### config.mk
export PLATFORM = sky130hd
export DESIGN_NAME = system86MainCtrl
export DESIGN_NICKNAME = d
export VERILOG_FILES = /design/src/design/system86Pkg.sv /design/src/design/cpuPhaseGen.sv /design/src/design/mainBusControl.sv /design/src/design/system86MainCtrl.sv /design/src/design/tileLayerLatches.sv /design/src/design/vblankSupervisor.sv
export SDC_FILE = /design/constraint.sdc
export NUM_CORES = 1
export LEC_CHECK = 0
export ABC_AREA = 1
export BUFFER_PORTS_ARGS = -buffer_cell sky130_fd_sc_hd__buf_2
export CORE_MARGIN = 1
export CORE_UTILIZATION = 45
export CTS_CLUSTER_DIAMETER = 30
export DETAILED_ROUTE_END_ITERATION = 16
export HOLD_SLACK_MARGIN = 0.02
export PLACE_DENSITY = 0.71
export SYNTH_ARGS = -nofsm -noshare
export SYNTH_HDL_FRONTEND = slang
export SYNTH_SLANG_ARGS = --single-unit
### constraint.sdc
create_clock -name clk6M -period 2 [get_ports clk6M]
set_input_delay 0.1 -clock clk6M [delete_from_list [all_inputs] [get_ports clk6M]]
set_output_delay 0.1 -clock clk6M [all_outputs]
set_load 0.02 [all_outputs]
### src/design/system86Pkg.sv
// Shared constants for the main CPU support logic

package system86Pkg;

	//////////////////////////////////////////////////////////////////////
	// CPU bus
	//////////////////////////////////////////////////////////////////////

	// 6809 style address and data buses
	localparam int addrWidth = 16;
	localparam int dataWidth = 8;

	// Region field is address bits 15..13
	localparam int regionWidth = 3;

	// 8K regions in the low half of the map
	localparam logic [regionWidth-1:0] regionSprite = 3'b000;
	localparam logic [regionWidth-1:0] regionVideo0 = 3'b001;
	localparam logic [regionWidth-1:0] regionVideo1 = 3'b010;
	localparam logic [regionWidth-1:0] regionEeprom = 3'b011;

	// Strobe field is address bits 15..11, 2K granularity
	localparam int strobeWidth = 5;

	// Write-only locations in the ROM half
	localparam logic [strobeWidth-1:0] kickCode = 5'b10000;
	localparam logic [strobeWidth-1:0] intAckCode = 5'b10001;
	localparam logic [strobeWidth-1:0] latch0Code = 5'b11010;
	localparam logic [strobeWidth-1:0] latch1Code = 5'b11011;

	//////////////////////////////////////////////////////////////////////
	// Watchdog
	//////////////////////////////////////////////////////////////////////

	// Frame counter, top bit drives the CPU reset
	localparam int watchdogWidth = 4;

	// Count that wraps back to zero
	localparam logic [watchdogWidth-1:0] watchdogLimit = 4'd10;

	//////////////////////////////////////////////////////////////////////
	// Tile layer latches
	//////////////////////////////////////////////////////////////////////

	// Bytes per group, scroll X/Y and priority for two layers
	localparam int latchDepth = 8;

	// Byte select taken from the low address bits
	localparam int indexWidth = $clog2(latchDepth);

	// ROM bank byte sits at offset 3 in each group
	localparam int bankOffset = 3;

endpackage

### src/design/cpuPhaseGen.sv
`timescale 1ns/100ps

// Main CPU clock phases from the 6 MHz master clock
// clk0 gates the count so the phases restart in step with it
module cpuPhaseGen (
	input logic clk6M,
	input logic reset,
	input logic clk0,
	output logic q,
	output logic eClock
);

	// Quarter period counter
	logic [1:0] phaseCount;
	logic [1:0] phaseNext;

	// Held at zero while clk0 is low
	// otherwise wraps 0 1 2 3
	always_comb begin
		if (clk0) begin
			phaseNext = phaseCount + 2'd1;
		end else begin
			phaseNext = 2'd0;
		end
	end

	//////////////////////////////////////////////////////////////////////
	// Phase registers
	//////////////////////////////////////////////////////////////////////

	// Outputs load from the next count so they stay aligned
	// with phaseCount and change on the same edge
	always_ff @(posedge clk6M) begin
		if (reset) begin
			phaseCount <= 2'd0;
			q <= 1'b0;
			eClock <= 1'b0;
		end else begin
			phaseCount <= phaseNext;

			// Q leads E by a quarter period, 0 1 1 0
			q <= phaseNext[1] ^ phaseNext[0];

			// E is the counter msb, 0 0 1 1
			eClock <= phaseNext[1];
		end
	end

endmodule

### src/design/mainBusControl.sv
`timescale 1ns/100ps

// Main CPU address decoder
// Pure combinational, no clock
module mainBusControl (
	input logic [system86Pkg::addrWidth-1:0] addr,
	input logic memWrite,
	output logic spriteSelect,
	output logic video0Select,
	output logic video1Select,
	output logic eepromSelect,
	output logic romSelect,
	output logic latch0Write,
	output logic latch1Write,
	output logic watchdogKick,
	output logic intAck
);

	import system86Pkg::*;

	// Upper address fields
	logic [regionWidth-1:0] regionField;
	logic [strobeWidth-1:0] strobeField;

	// Top address bit splits RAM half from ROM half
	logic romHalf;

	// Strobe field matches before qualifying with the write level
	logic kickHit;
	logic intAckHit;
	logic latch0Hit;
	logic latch1Hit;

	assign regionField = addr[addrWidth-1 -: regionWidth];
	assign strobeField = addr[addrWidth-1 -: strobeWidth];
	assign romHalf = addr[addrWidth-1];

	//////////////////////////////////////////////////////////////////////
	// Chip selects
	//////////////////////////////////////////////////////////////////////

	always_comb begin
		// Sprite RAM 0000h to 1FFFh, read and write
		spriteSelect = (regionField == regionSprite);

		// Video RAM for layers A and B at 2000h
		video0Select = (regionField == regionVideo0);

		// Video RAM for layers C and D at 4000h
		video1Select = (regionField == regionVideo1);

		// Program EEPROM window 6000h to 7FFFh
		// Read only so a write cycle never selects it
		eepromSelect = (regionField == regionEeprom) && !memWrite;

		// Banked program ROM 8000h to FFFFh, also read only
		romSelect = romHalf && !memWrite;
	end

	//////////////////////////////////////////////////////////////////////
	// Write strobes
	//////////////////////////////////////////////////////////////////////

	always_comb begin
		kickHit = (strobeField == kickCode);
		intAckHit = (strobeField == intAckCode);
		latch0Hit = (strobeField == latch0Code);
		latch1Hit = (strobeField == latch1Code);
	end

	always_comb begin
		// 8000h watchdog kick
		watchdogKick = memWrite && kickHit;

		// 8800h vblank interrupt acknowledge
		intAck = memWrite && intAckHit;

		// D000h to D007h, scroll and priority for layers A and B
		// plus ROM bank byte at D003h
		latch0Write = memWrite && latch0Hit;

		// D800h to D807h, same layout for layers C and D
		latch1Write = memWrite && latch1Hit;
	end

endmodule

### src/design/system86MainCtrl.sv
`timescale 1ns/100ps

// Main CPU support logic, all in the clk6M domain
module system86MainCtrl (
	input logic clk6M,
	input logic reset,
	input logic [system86Pkg::addrWidth-1:0] addr,
	input logic [system86Pkg::dataWidth-1:0] writeData,
	input logic memWrite,
	input logic vblank,
	input logic clk0,
	output logic spriteSelect,
	output logic video0Select,
	output logic video1Select,
	output logic eepromSelect,
	output logic romSelect,
	output logic [system86Pkg::latchDepth-1:0][system86Pkg::dataWidth-1:0] layer0Regs,
	output logic [system86Pkg::latchDepth-1:0][system86Pkg::dataWidth-1:0] layer1Regs,
	output logic [system86Pkg::dataWidth-1:0] romBank0,
	output logic [system86Pkg::dataWidth-1:0] romBank1,
	output logic mainReset,
	output logic mainIrq,
	output logic q,
	output logic eClock
);

	import system86Pkg::*;

	// Strobes from the decoder
	logic latch0Write;
	logic latch1Write;
	logic watchdogKick;
	logic intAck;

	//////////////////////////////////////////////////////////////////////
	// Address decode
	//////////////////////////////////////////////////////////////////////

	mainBusControl busControl (
		.addr(addr),
		.memWrite(memWrite),
		.spriteSelect(spriteSelect),
		.video0Select(video0Select),
		.video1Select(video1Select),
		.eepromSelect(eepromSelect),
		.romSelect(romSelect),
		.latch0Write(latch0Write),
		.latch1Write(latch1Write),
		.watchdogKick(watchdogKick),
		.intAck(intAck)
	);

	// CPU E and Q
	cpuPhaseGen phaseGen (
		.clk6M(clk6M),
		.reset(reset),
		.clk0(clk0),
		.q(q),
		.eClock(eClock)
	);

	// Watchdog and vblank interrupt
	vblankSupervisor supervisor (
		.clk6M(clk6M),
		.reset(reset),
		.vblank(vblank),
		.watchdogKick(watchdogKick),
		.intAck(intAck),
		.mainReset(mainReset),
		.mainIrq(mainIrq)
	);

	//////////////////////////////////////////////////////////////////////
	// Tile layer latches
	//////////////////////////////////////////////////////////////////////

	// Layers A and B at D000h
	tileLayerLatches #(
		.groupBase({latch0Code, {(addrWidth-strobeWidth){1'b0}}})
	) latchGroup0 (
		.clk6M(clk6M),
		.reset(reset),
		.write(latch0Write),
		.index(addr[indexWidth-1:0]),
		.writeData(writeData),
		.layerRegs(layer0Regs),
		.romBank(romBank0)
	);

	// Layers C and D at D800h
	tileLayerLatches #(
		.groupBase({latch1Code, {(addrWidth-strobeWidth){1'b0}}})
	) latchGroup1 (
		.clk6M(clk6M),
		.reset(reset),
		.write(latch1Write),
		.index(addr[indexWidth-1:0]),
		.writeData(writeData),
		.layerRegs(layer1Regs),
		.romBank(romBank1)
	);

endmodule

### src/design/tileLayerLatches.sv
`timescale 1ns/100ps

// CPU written register group for one pair of tile layers
// Bytes 0..2 scroll and priority for the first layer
// Byte 3 ROM bank select, bytes 4..6 the second layer
module tileLayerLatches #(
	// Base address of the group, D000h or D800h
	parameter logic [system86Pkg::addrWidth-1:0] groupBase = '0
) (
	input logic clk6M,
	input logic reset,
	input logic write,
	input logic [system86Pkg::indexWidth-1:0] index,
	input logic [system86Pkg::dataWidth-1:0] writeData,
	output logic [system86Pkg::latchDepth-1:0][system86Pkg::dataWidth-1:0] layerRegs,
	output logic [system86Pkg::dataWidth-1:0] romBank
);

	import system86Pkg::*;

	//////////////////////////////////////////////////////////////////////
	// Register file
	//////////////////////////////////////////////////////////////////////

	// One byte per write strobe, indexed by the low address bits
	always_ff @(posedge clk6M) begin
		if (reset) begin
			layerRegs <= '0;
		end else if (write) begin
			layerRegs[index] <= writeData;
		end
	end

	// Bank byte goes to the ROM bank logic on its own port
	assign romBank = layerRegs[bankOffset];

endmodule

### src/design/vblankSupervisor.sv
`timescale 1ns/100ps

// Vblank driven watchdog and interrupt request for the main CPU
module vblankSupervisor (
	input logic clk6M,
	input logic reset,
	input logic vblank,
	input logic watchdogKick,
	input logic intAck,
	output logic mainReset,
	output logic mainIrq
);

	import system86Pkg::*;

	// Vblank input stage and previous sample
	logic vblankSync;
	logic vblankPrev;
	logic vblankRise;

	// Frames since the last kick
	logic [watchdogWidth-1:0] watchdogCount;

	//////////////////////////////////////////////////////////////////////
	// Vblank edge
	//////////////////////////////////////////////////////////////////////

	always_ff @(posedge clk6M) begin
		if (reset) begin
			vblankSync <= 1'b0;
			vblankPrev <= 1'b0;
		end else begin
			vblankSync <= vblank;
			vblankPrev <= vblankSync;
		end
	end

	// High for one cycle, the cycle after vblank is first sampled high
	assign vblankRise = vblankSync && !vblankPrev;

	//////////////////////////////////////////////////////////////////////
	// Watchdog
	//////////////////////////////////////////////////////////////////////

	always_ff @(posedge clk6M) begin
		if (reset) begin
			watchdogCount <= '0;
		end else if (watchdogKick) begin
			// Kick wins over a coinciding frame
			watchdogCount <= '0;
		end else if (vblankRise) begin
			if (watchdogCount == watchdogLimit) begin
				// Wrap releases the CPU reset
				watchdogCount <= '0;
			end else begin
				watchdogCount <= watchdogCount + 1'b1;
			end
		end
	end

	// Reset held for counts 8 through the limit
	assign mainReset = watchdogCount[watchdogWidth-1];

	//////////////////////////////////////////////////////////////////////
	// Interrupt request
	//////////////////////////////////////////////////////////////////////

	always_ff @(posedge clk6M) begin
		if (reset) begin
			mainIrq <= 1'b0;
		end else if (vblankRise) begin
			// New frame sets the request even during an acknowledge
			mainIrq <= 1'b1;
		end else if (intAck) begin
			mainIrq <= 1'b0;
		end
	end

endmodule

After elaboration in Yosys (flattened, before gate mapping)

Cells that the tools add are included.

Bits of input ports: 29
Bits in read-only memories: 0
Memories: 0
Logic and storage cells: 57
Memory bits (writable): 0
Bits in latches: 0
Output and inout port bits: 153
Bits in registers: 139

Magnitude comparators: 2
Bitwise logic cells: 1
Mux-type cells: 8
Add/sub/neg operators: 2
Eq/ne operators: 8
Shift-type cells: 0
Multiply operators: 0
Divide/modulo/power cells: 0
Reductions and logical operators: 13

Operators by type and width:

| operator              | count |
|---|---|
| $bwmux W64            | 2 |
| $demux W8 S3          | 1 |
| $eq A5 B5 Y1 const B  | 4 |
| $logic_and A1 B1 Y1   | 8 |
| $mux W8               | 1 |
| $eq A3 B2 Y1 const B  | 2 |
| $add A4 B1 Y4 const B | 1 |
| $eq A4 B4 Y1 const B  | 1 |
| $lt A3 B4 Y1 const B  | 1 |
| $mux W4               | 1 |
| $eq A3 B1 Y1 const B  | 1 |
| $ge A3 B1 Y1 const B  | 1 |
| $logic_not A3 Y1      | 1 |
| $add A2 B1 Y2 const B | 1 |
| $logic_not A1 Y1      | 2 |
| $mux W1               | 2 |
| $mux W2               | 1 |
| $reduce_bool A2 Y1    | 1 |
| $reduce_or A2 Y1      | 1 |
| $xor A1 B1 Y1         | 1 |

Logic depth before layout (Yosys ltp)

Gate-level depths: netlist (run 1).

Word-level depth: 5
Depth in mapped cells: 8
Mapped depth without buffers: 8

Hierarchy

A second synthesis (run 1) with hierarchy kept.

Cells, all modules: 832
Area total of the unflattened synthesis: 5784.3 um^2

By module, submodules not included:

| module           | seq. area each (um^2) | area an instance (um^2) | times used | cells each |
|---|---|---|---|---|
| tileLayerLatches | 1281.2                | 2635.0                  | 2          | 376 |
| vblankSupervisor | 140.1                 | 314.1                   | 1          | 45 |
| mainBusControl   | 0.0                   | 108.9                   | 1          | 24 |
| cpuPhaseGen      | 60.1                  | 91.3                    | 1          | 11 |

Least setup slack after synthesis (run 1)

OpenSTA, ideal clock, no wires.

Path kind: input to register
Start: input port addr[0] (netlist bit)
End: register latchGroup0.layerRegs[4] (netlist bit)
Stages on the path: 6
Arrival: 1.027 ns
Required time: 1.887 ns
Path slack: 0.860 ns
Setup time: 0.113 ns
Buffers on the path: 2
Cells stage by stage: buf_4 nor3_4 clkbuf_1 nand4_1 nand2_1 nor2_1

Word-level cells in the longest chain between the ends: 5
Elaborated cells on any way between the ends: 6
Classes of those cells: 2 x order compare; 3 x mux; 1 x reduce/logical

RTL lines:

| element                                                                   | RTL line               | text |
|---|---|---|
| start: declaration                                                        | system86MainCtrl.sv:7  | `input logic [system86Pkg::addrWidth-1:0] addr,` |
| $lt A3 B4 Y1 (implied by the code) / $ge A3 B1 Y1 (equally long branches) | tileLayerLatches.sv:30 | `layerRegs[index] <= writeData;` |
| $logic_and A1 B1 Y1 (implied by the code)                                 | tileLayerLatches.sv:30 |  |
| $mux W8 (implied by the code)                                             | tileLayerLatches.sv:30 |  |
| $demux W8 S3 (*)                                                          | --                     |  |
| $bwmux W64 (*)                                                            | tileLayerLatches.sv:30 |  |
| end signal: indexed assignment                                            | tileLayerLatches.sv:30 |  |
| end: declaration                                                          | tileLayerLatches.sv:15 | `output logic [system86Pkg::latchDepth-1:0][system86Pkg::dataWidth-1:0] layerRegs,` |

Mark *: on every way between the ends. The rest lies on a longest branch, timed or not.
A chain may end at the register's enable or synchronous reset.

Worst setup path after layout (run 1)

Start: input port writeData[3] (netlist bit)
End: register latchGroup1.layerRegs[11] (netlist bit)

Word-level cells in the longest chain between the ends: 1

RTL lines:

| element                        | RTL line               | text |
|---|---|---|
| start: declaration             | system86MainCtrl.sv:8  | `input logic [system86Pkg::dataWidth-1:0] writeData,` |
| $bwmux W64                     | tileLayerLatches.sv:30 |  |
| end signal: indexed assignment | tileLayerLatches.sv:30 |  |
| end: declaration               | tileLayerLatches.sv:15 |  |

No other way between the ends.

==> reports/results.tsv, run 1 <==
metric	value	unit
outcome	finished clean	
worst rel slew slack	59.00	%
top cells by area, synth	dfxtp_1 (47%), nand4_1 (14%), nor2_1 (13%)	
DRT Wirelength	16610	um
worst vdd ir	0.4986	mV
leakage power	3.433	nW
Logic pwr share	6.4	%
Placement Setup Slack	404.9	ps
sequential element share of the synthesized area	46.69	%
setup TNS	0	ps
CP arrival	1580	ps
Post-DP HPWL	11100	um
Filler cells	1230	
Int Power	5.130	mW
CP max-delay cell	dlygate4sd3_1	
synthesized cell area	0.005917	mm2
startpoint types	input pin	
die extent in x	116.7	um
number of synthesized flops with an enable pin	0	
Sw Share	23.08	%
global-route wire length before repair	26310	um
cts repair resizes	0	
vias in the first global route	5108	
Num Clock Sinks	138	
crit-path max FO	12	
share of cells above drive strength 1	27.58	%
Total GRT Usage	25.57	%
CTS tree	yes	
largest net degree at the start of global routing	58	
vias per inst	5.139	
Mean Syn Cell Area	7.433	um2
syn nets	825	
area leader, netlist	dfxtp_1	
initial antenna violation count	1	
CP Capture Type	flip-flop	
power share of the sequential group	41.6	%
most frequent cells after synthesis	nor2_1 (204), nand2_1 (142), dfxtp_1 (138)	
Cell variety after synth	21	
Worst Max-Slew Pin Slew	614.1	ps
worst skew pair latency	420	ps
postcts setup bufs	0	
H-tree depth	4	
clock slew at reported path FFs	60	ps
fin crit share	62.85	%
TritonRoute pass-1 iters	5	
fin crit period	1257	ps
io pins	182	
CP max stage delay	530	ps
skew final	2.610	ps
Fmax	0.7956	GHz
Initial Util	46.51	%
main flop type after synthesis	dfxtp_1	
PnR worst setup slack	743.1	ps
Worst Hold Class	input pin to flip-flop	
Synth async-reset ratio	0	%
final setup fails	0	
initial DRC count	446	
Max Cap Viol	0	
P_sw	1.540	mW
Clk network pwr share	52.0	%
# nets final	977	
Yosys warnings	0	
die area	0.01361	mm2
Cell Chain, Critical Path	dlygate4sd3_1 > buf_2 > inv_1 > nand4_1 > nand2_1 > nor2_1	
drt drc	0	
GP Congestion	0.8283	
routed len/inst	14.66	um
die height	116.7	um
post-route ant nets	0	
num rows	41	
Hold Violations, Final	0	
cell with the most instances after synthesis	nor2_1	
Root Buffer	clkbuf_16	
Cells after Synth	796	
min-delay src	addr[12]	
Critical path origin	writeData[3]	
critical path class	input pin to flip-flop	
reg-to-reg slack, setup	1000	ps
critical register-to-register path startpoint	supervisor.vblankPrev	
Slew Viols, Final	0	
Power Dens Cells	879.2	mW/mm2
IO Port Bufs	173	
worst path required time	2330	ps
core area	0.01272	mm2
RSZ-0062 raised after global routing	false	
FF+latch count, synth	138	
n_diodes	0	
via count	5822	
CTS max path bufs	2	
synthesis-to-finish area growth	28.21	%
total CTS buffers	17	
top cell type's share of synthesized area	46.69	%
Congestion Overflow GR	0	
## placed cells by master (no fill, tap or decap)
master / synthesis / layout
inv_2: 7 / 8
nor2_4: 18 / 18
nand2_1: 142 / 142
clkinvlp_4: 0 / 5
buf_12: 0 / 3
a21oi_1: 35 / 35
dfxtp_1: 138 / 138
nand4_1: 130 / 130
inv_6: 0 / 2
o22a_1: 1 / 1
inv_1: 23 / 22
clkbuf_16: 0 / 17
nor2_1: 204 / 204
clkbuf_8: 0 / 1
buf_4: 19 / 22
dlygate4sd3_1: 0 / 10
o22ai_1: 1 / 1
clkinv_4: 0 / 1
nor3_4: 2 / 2
o21ai_0: 1 / 1
clkinv_2: 0 / 1
nor3_1: 6 / 6
nand3_1: 6 / 6
nand2_2: 5 / 5
buf_2: 22 / 173
bufinv_16: 0 / 5
nor2_2: 2 / 2
## worst max-delay path, delay by kind of cell
family / cells / cell delay [ps]
and+or+nand+nor: 3 / 320
buffers and inverters: 3 / 1150
## kinds of logic (layout without fill, tap and decap cells)
group	count (synthesis)	after routing	synth area share (%)
buf+inv	105	270	8.586
compound gates	38	38	3.299
simple gates	515	515	41.43
flops	138	138	46.69
## what timing repair did
item                       CTS  global route
hold buffers                10             0
hold endpoints to repair    27             0
setup endpoints to repair    0             0
## flip-flops by register name (all words and copies together) (netlist names)
| register | flops |
|---|---|
| phaseGen.q | 1 |
| supervisor.mainIrq | 1 |
| phaseGen.phaseCount | 2 |
| latchGroup1.romBank | 8 |
| supervisor.watchdogCount | 4 |
| latchGroup0.layerRegs | 56 |
| supervisor.vblankPrev | 1 |
| latchGroup0.romBank | 8 |
| supervisor.vblankSync | 1 |
| latchGroup1.layerRegs | 56 |
## stage by stage
step / cell area (um2) / cells / total power, mW / util, % / hold WS, ps
4_1_cts: 7586 / 1133 / 6.721 / 59.63 / 94.88
6_report: 7586 / 1133 / 6.670 / 59.63 / 111.8
2_1_floorplan: 5917 / 796 / 3.099 / - / 207.0
5_1_grt: 7586 / 1133 / 6.891 / 59.63 / 150.9
3_3_place_gp: 6828 / 1091 / 3.238 / 53.67 / 306.3
3_5_place_dp: 6828 / 1091 / 3.240 / 53.67 / 311.6
## power groups by stage
stage	clock (mW)	combinational (mW)	sequential (mW)
after floorplan	0	0.257	2.84
after global placement	0	0.406	2.83
after detailed placement	0	0.408	2.83
after CTS	3.53	0.424	2.77
after global routing	3.65	0.467	2.77
final	3.47	0.428	2.77
## layer usage
metal | vias up | global-route usage (%) | share of wire [%]
li1 | 2948 | - | -
met1 | 2643 | 32.12 | 44
met2 | 208 | 41.22 | 47
met3 | 21 | 7.940 | 7.7
met4 | 2 | 9.451 | 1.6
met5 | - | 0 | 0.060
## path summary, 6_finish.rpt
path,end,cells after the start
max,latchGroup1.layerRegs[11],6
min,supervisor.mainIrq,5
max reg2reg,supervisor.watchdogCount[3],8
min reg2reg,supervisor.vblankPrev,2
## layout make-up
type	instances	area (um2)	area share, %
Sequential cell	138	2763	36.42
Clock buffer	18	439.2	5.789
Tap cell	172	215.2	2.837
Timing Repair Buffer	208	1191	15.70
Multi-Input combinational cell	553	2646	34.88
Clock inverter	14	219.0	2.886
Inverter	30	112.6	1.484
Note: power is estimated with default switching activity, not from simulation.
==> run 2: changes to the inputs <==
Settings changed: PLACE_DENSITY 0.71 to 0.74.
Clock period 2 ns to 1.1 ns, I/O delays scaled along.
==> run 2 against run 1 <==
Compared with the run above: highest routed layer is now met4; combinational power rose by 110%; largest cell class unchanged; sequential cell count stayed put; sequential power up 82%; largest power group unchanged; worst setup slack worse by 670 ps.
==> reports/results.tsv, run 2 (same netlist as run 1, synthesis figures left out) <==
metric	value	unit	change
num rows	41		unchanged
post-route ant nets	0		unchanged
clock slew at reported path FFs	60	ps	about the same
Tot Pwr	11.34	mW	+70%
worst skew pair latency	420	ps	about the same
commonest cells after routing, fill and taps aside	nor2_1 (203), buf_2 (173), nand2_1 (142)		
drt drc	0		unchanged
startpoint types	flip-flop		
Cell Chain, Critical Path	buf_2		
RSZ-0062 raised after global routing	false		
via count	6031		+3.6%
critical path class	flip-flop to output port		
initial antenna violation count	1		unchanged
Worst Max-Slew Pin Slew	315.9	ps	-298.2 ps
Congestion Overflow GR	0		unchanged
Max Cap Viol	0		unchanged
CP arrival	980	ps	-600 ps
CP max stage delay	370	ps	-160 ps
Root Buffer	clkbuf_16		
PnR worst setup slack	68.41	ps	-674.6 ps
total CTS buffers	17		unchanged
Placement Setup Slack	-205.8	ps	-610.7 ps
global-route wire length before repair	25880	um	-1.6%
n_diodes	0		unchanged
die area	0.01361	mm2	unchanged
Initial Util	46.51	%	unchanged
Worst Hold Class	input pin to flip-flop		
largest registers	latchGroup0.layerRegs: 56 flops, latchGroup1.layerRegs: 56 flops		
CP Capture Type	output port		
CTS max path bufs	2		unchanged
worst path required time	1040	ps	-1290 ps
area of the multi-input gates	0.002649	mm2	about the same
DRT Wirelength	16680	um	+0.43%
# nets final	1012		+3.6%
TritonRoute pass-1 iters	5		unchanged
die extent in x	116.7	um	unchanged
Total GRT Usage	24.88	%	-0.69 points
Post-DP HPWL	11410	um	+2.8%
GP Congestion	0.9068		+9.5%
Slew Viols, Final	0		unchanged
skew final	1.865	ps	-0.7448 ps
core area	0.01272	mm2	unchanged
Filler cells	1189		-3.3%
hold slack	68.26	ps	-43.54 ps
routed len/inst	14.30	um	-2.4%
CTS tree	yes		
worst vdd ir	0.9636	mV	+93%
worst rel slew slack	78.88	%	+20 points
commonest non-fill, non-tap cell in the layout	nor2_1		
io pins	182		unchanged
initial DRC count	519		+16%
largest net degree at the start of global routing	53		-8.6%
final setup fails	0		unchanged
vias in the first global route	5219		+2.2%
Fmax	0.9694	GHz	
crit-path max FO	3		-9
fin crit share	93.78	%	
share of cells above drive strength 1	29.48	%	+1.9 points
IO Port Bufs	173		unchanged
outcome	finished clean		
Hold Violations, Final	0		unchanged
Num Clock Sinks	138		unchanged
fin crit period	1032	ps	
H-tree depth	4		unchanged
CP top delay family	flip-flops		
CP max-delay cell	dfxtp_1		
CP bufs+invs	1		-2
storage element area	0.002763	mm2	unchanged
Power Dens Cells	1433	mW/mm2	+63%
die height	116.7	um	unchanged
postcts setup bufs	0		unchanged
leakage power	3.624	nW	+5.6%
vias per inst	5.172		+0.66%
synthesis-to-finish area growth	33.81	%	
==> run 2: final cells by class <==
class | instances | area share [%]
clock buffer | 21 | 5.689
clock inverter | 9 | 1.264
inverter | 30 | 1.422
multi-input combinational | 553 | 33.45
sequential | 138 | 34.89
tap | 172 | 2.718
timing repair buffer | 243 | 20.56
==> run 2: timing repair <==
action / 4_1_cts / 5_1_grt
endpoints found under the setup margin: 0 / 7
resized for setup: 0 / 2
endpoints found under the hold margin: 40 / 0
hold buffers: 13 / 0
==> run 2: layer usage <==
layer	GRT usage [%]	vias up	share of wire (%)
met4	9.367	0	1.9
met5	0	-	0
met1	31.32	2735	44
li1	-	3017	-
met2	40.00	250	45
met3	7.628	29	8.6
==> run 2: through the flow <==
stage | util, % | instances | setup TNS, ps | instance area [um2]
final | 62.23 | 1166 | 0 | 7918
after global routing | 62.23 | 1166 | 0 | 7918
after CTS | 62.19 | 1166 | 0 | 7911
after detailed placement | 56.84 | 1123 | -18790 | 7231
after global placement | 56.84 | 1123 | -13960 | 7231
after floorplan | - | 796 | 0 | 5917
==> run 2: where the power goes <==
part,switching [mW],internal [mW]
logic,0.584,0.329
registers,0.0149,5.03
clock network,2.05,3.34
==> run 2: path summary, 6_finish.rpt <==
| path | start | cells after the start | slack (ps) | endpoint |
|---|---|---|---|---|
| setup reg to reg | supervisor.watchdogCount[1] | 7 | 130 | supervisor.watchdogCount[3] |
| hold reg to reg | supervisor.vblankSync | 2 | 420 | supervisor.vblankPrev |
| setup / recovery | latchGroup1.romBank[7] | 1 | 70 | romBank1[7] |
| hold / removal | addr[12] | 5 | 70 | supervisor.mainIrq |
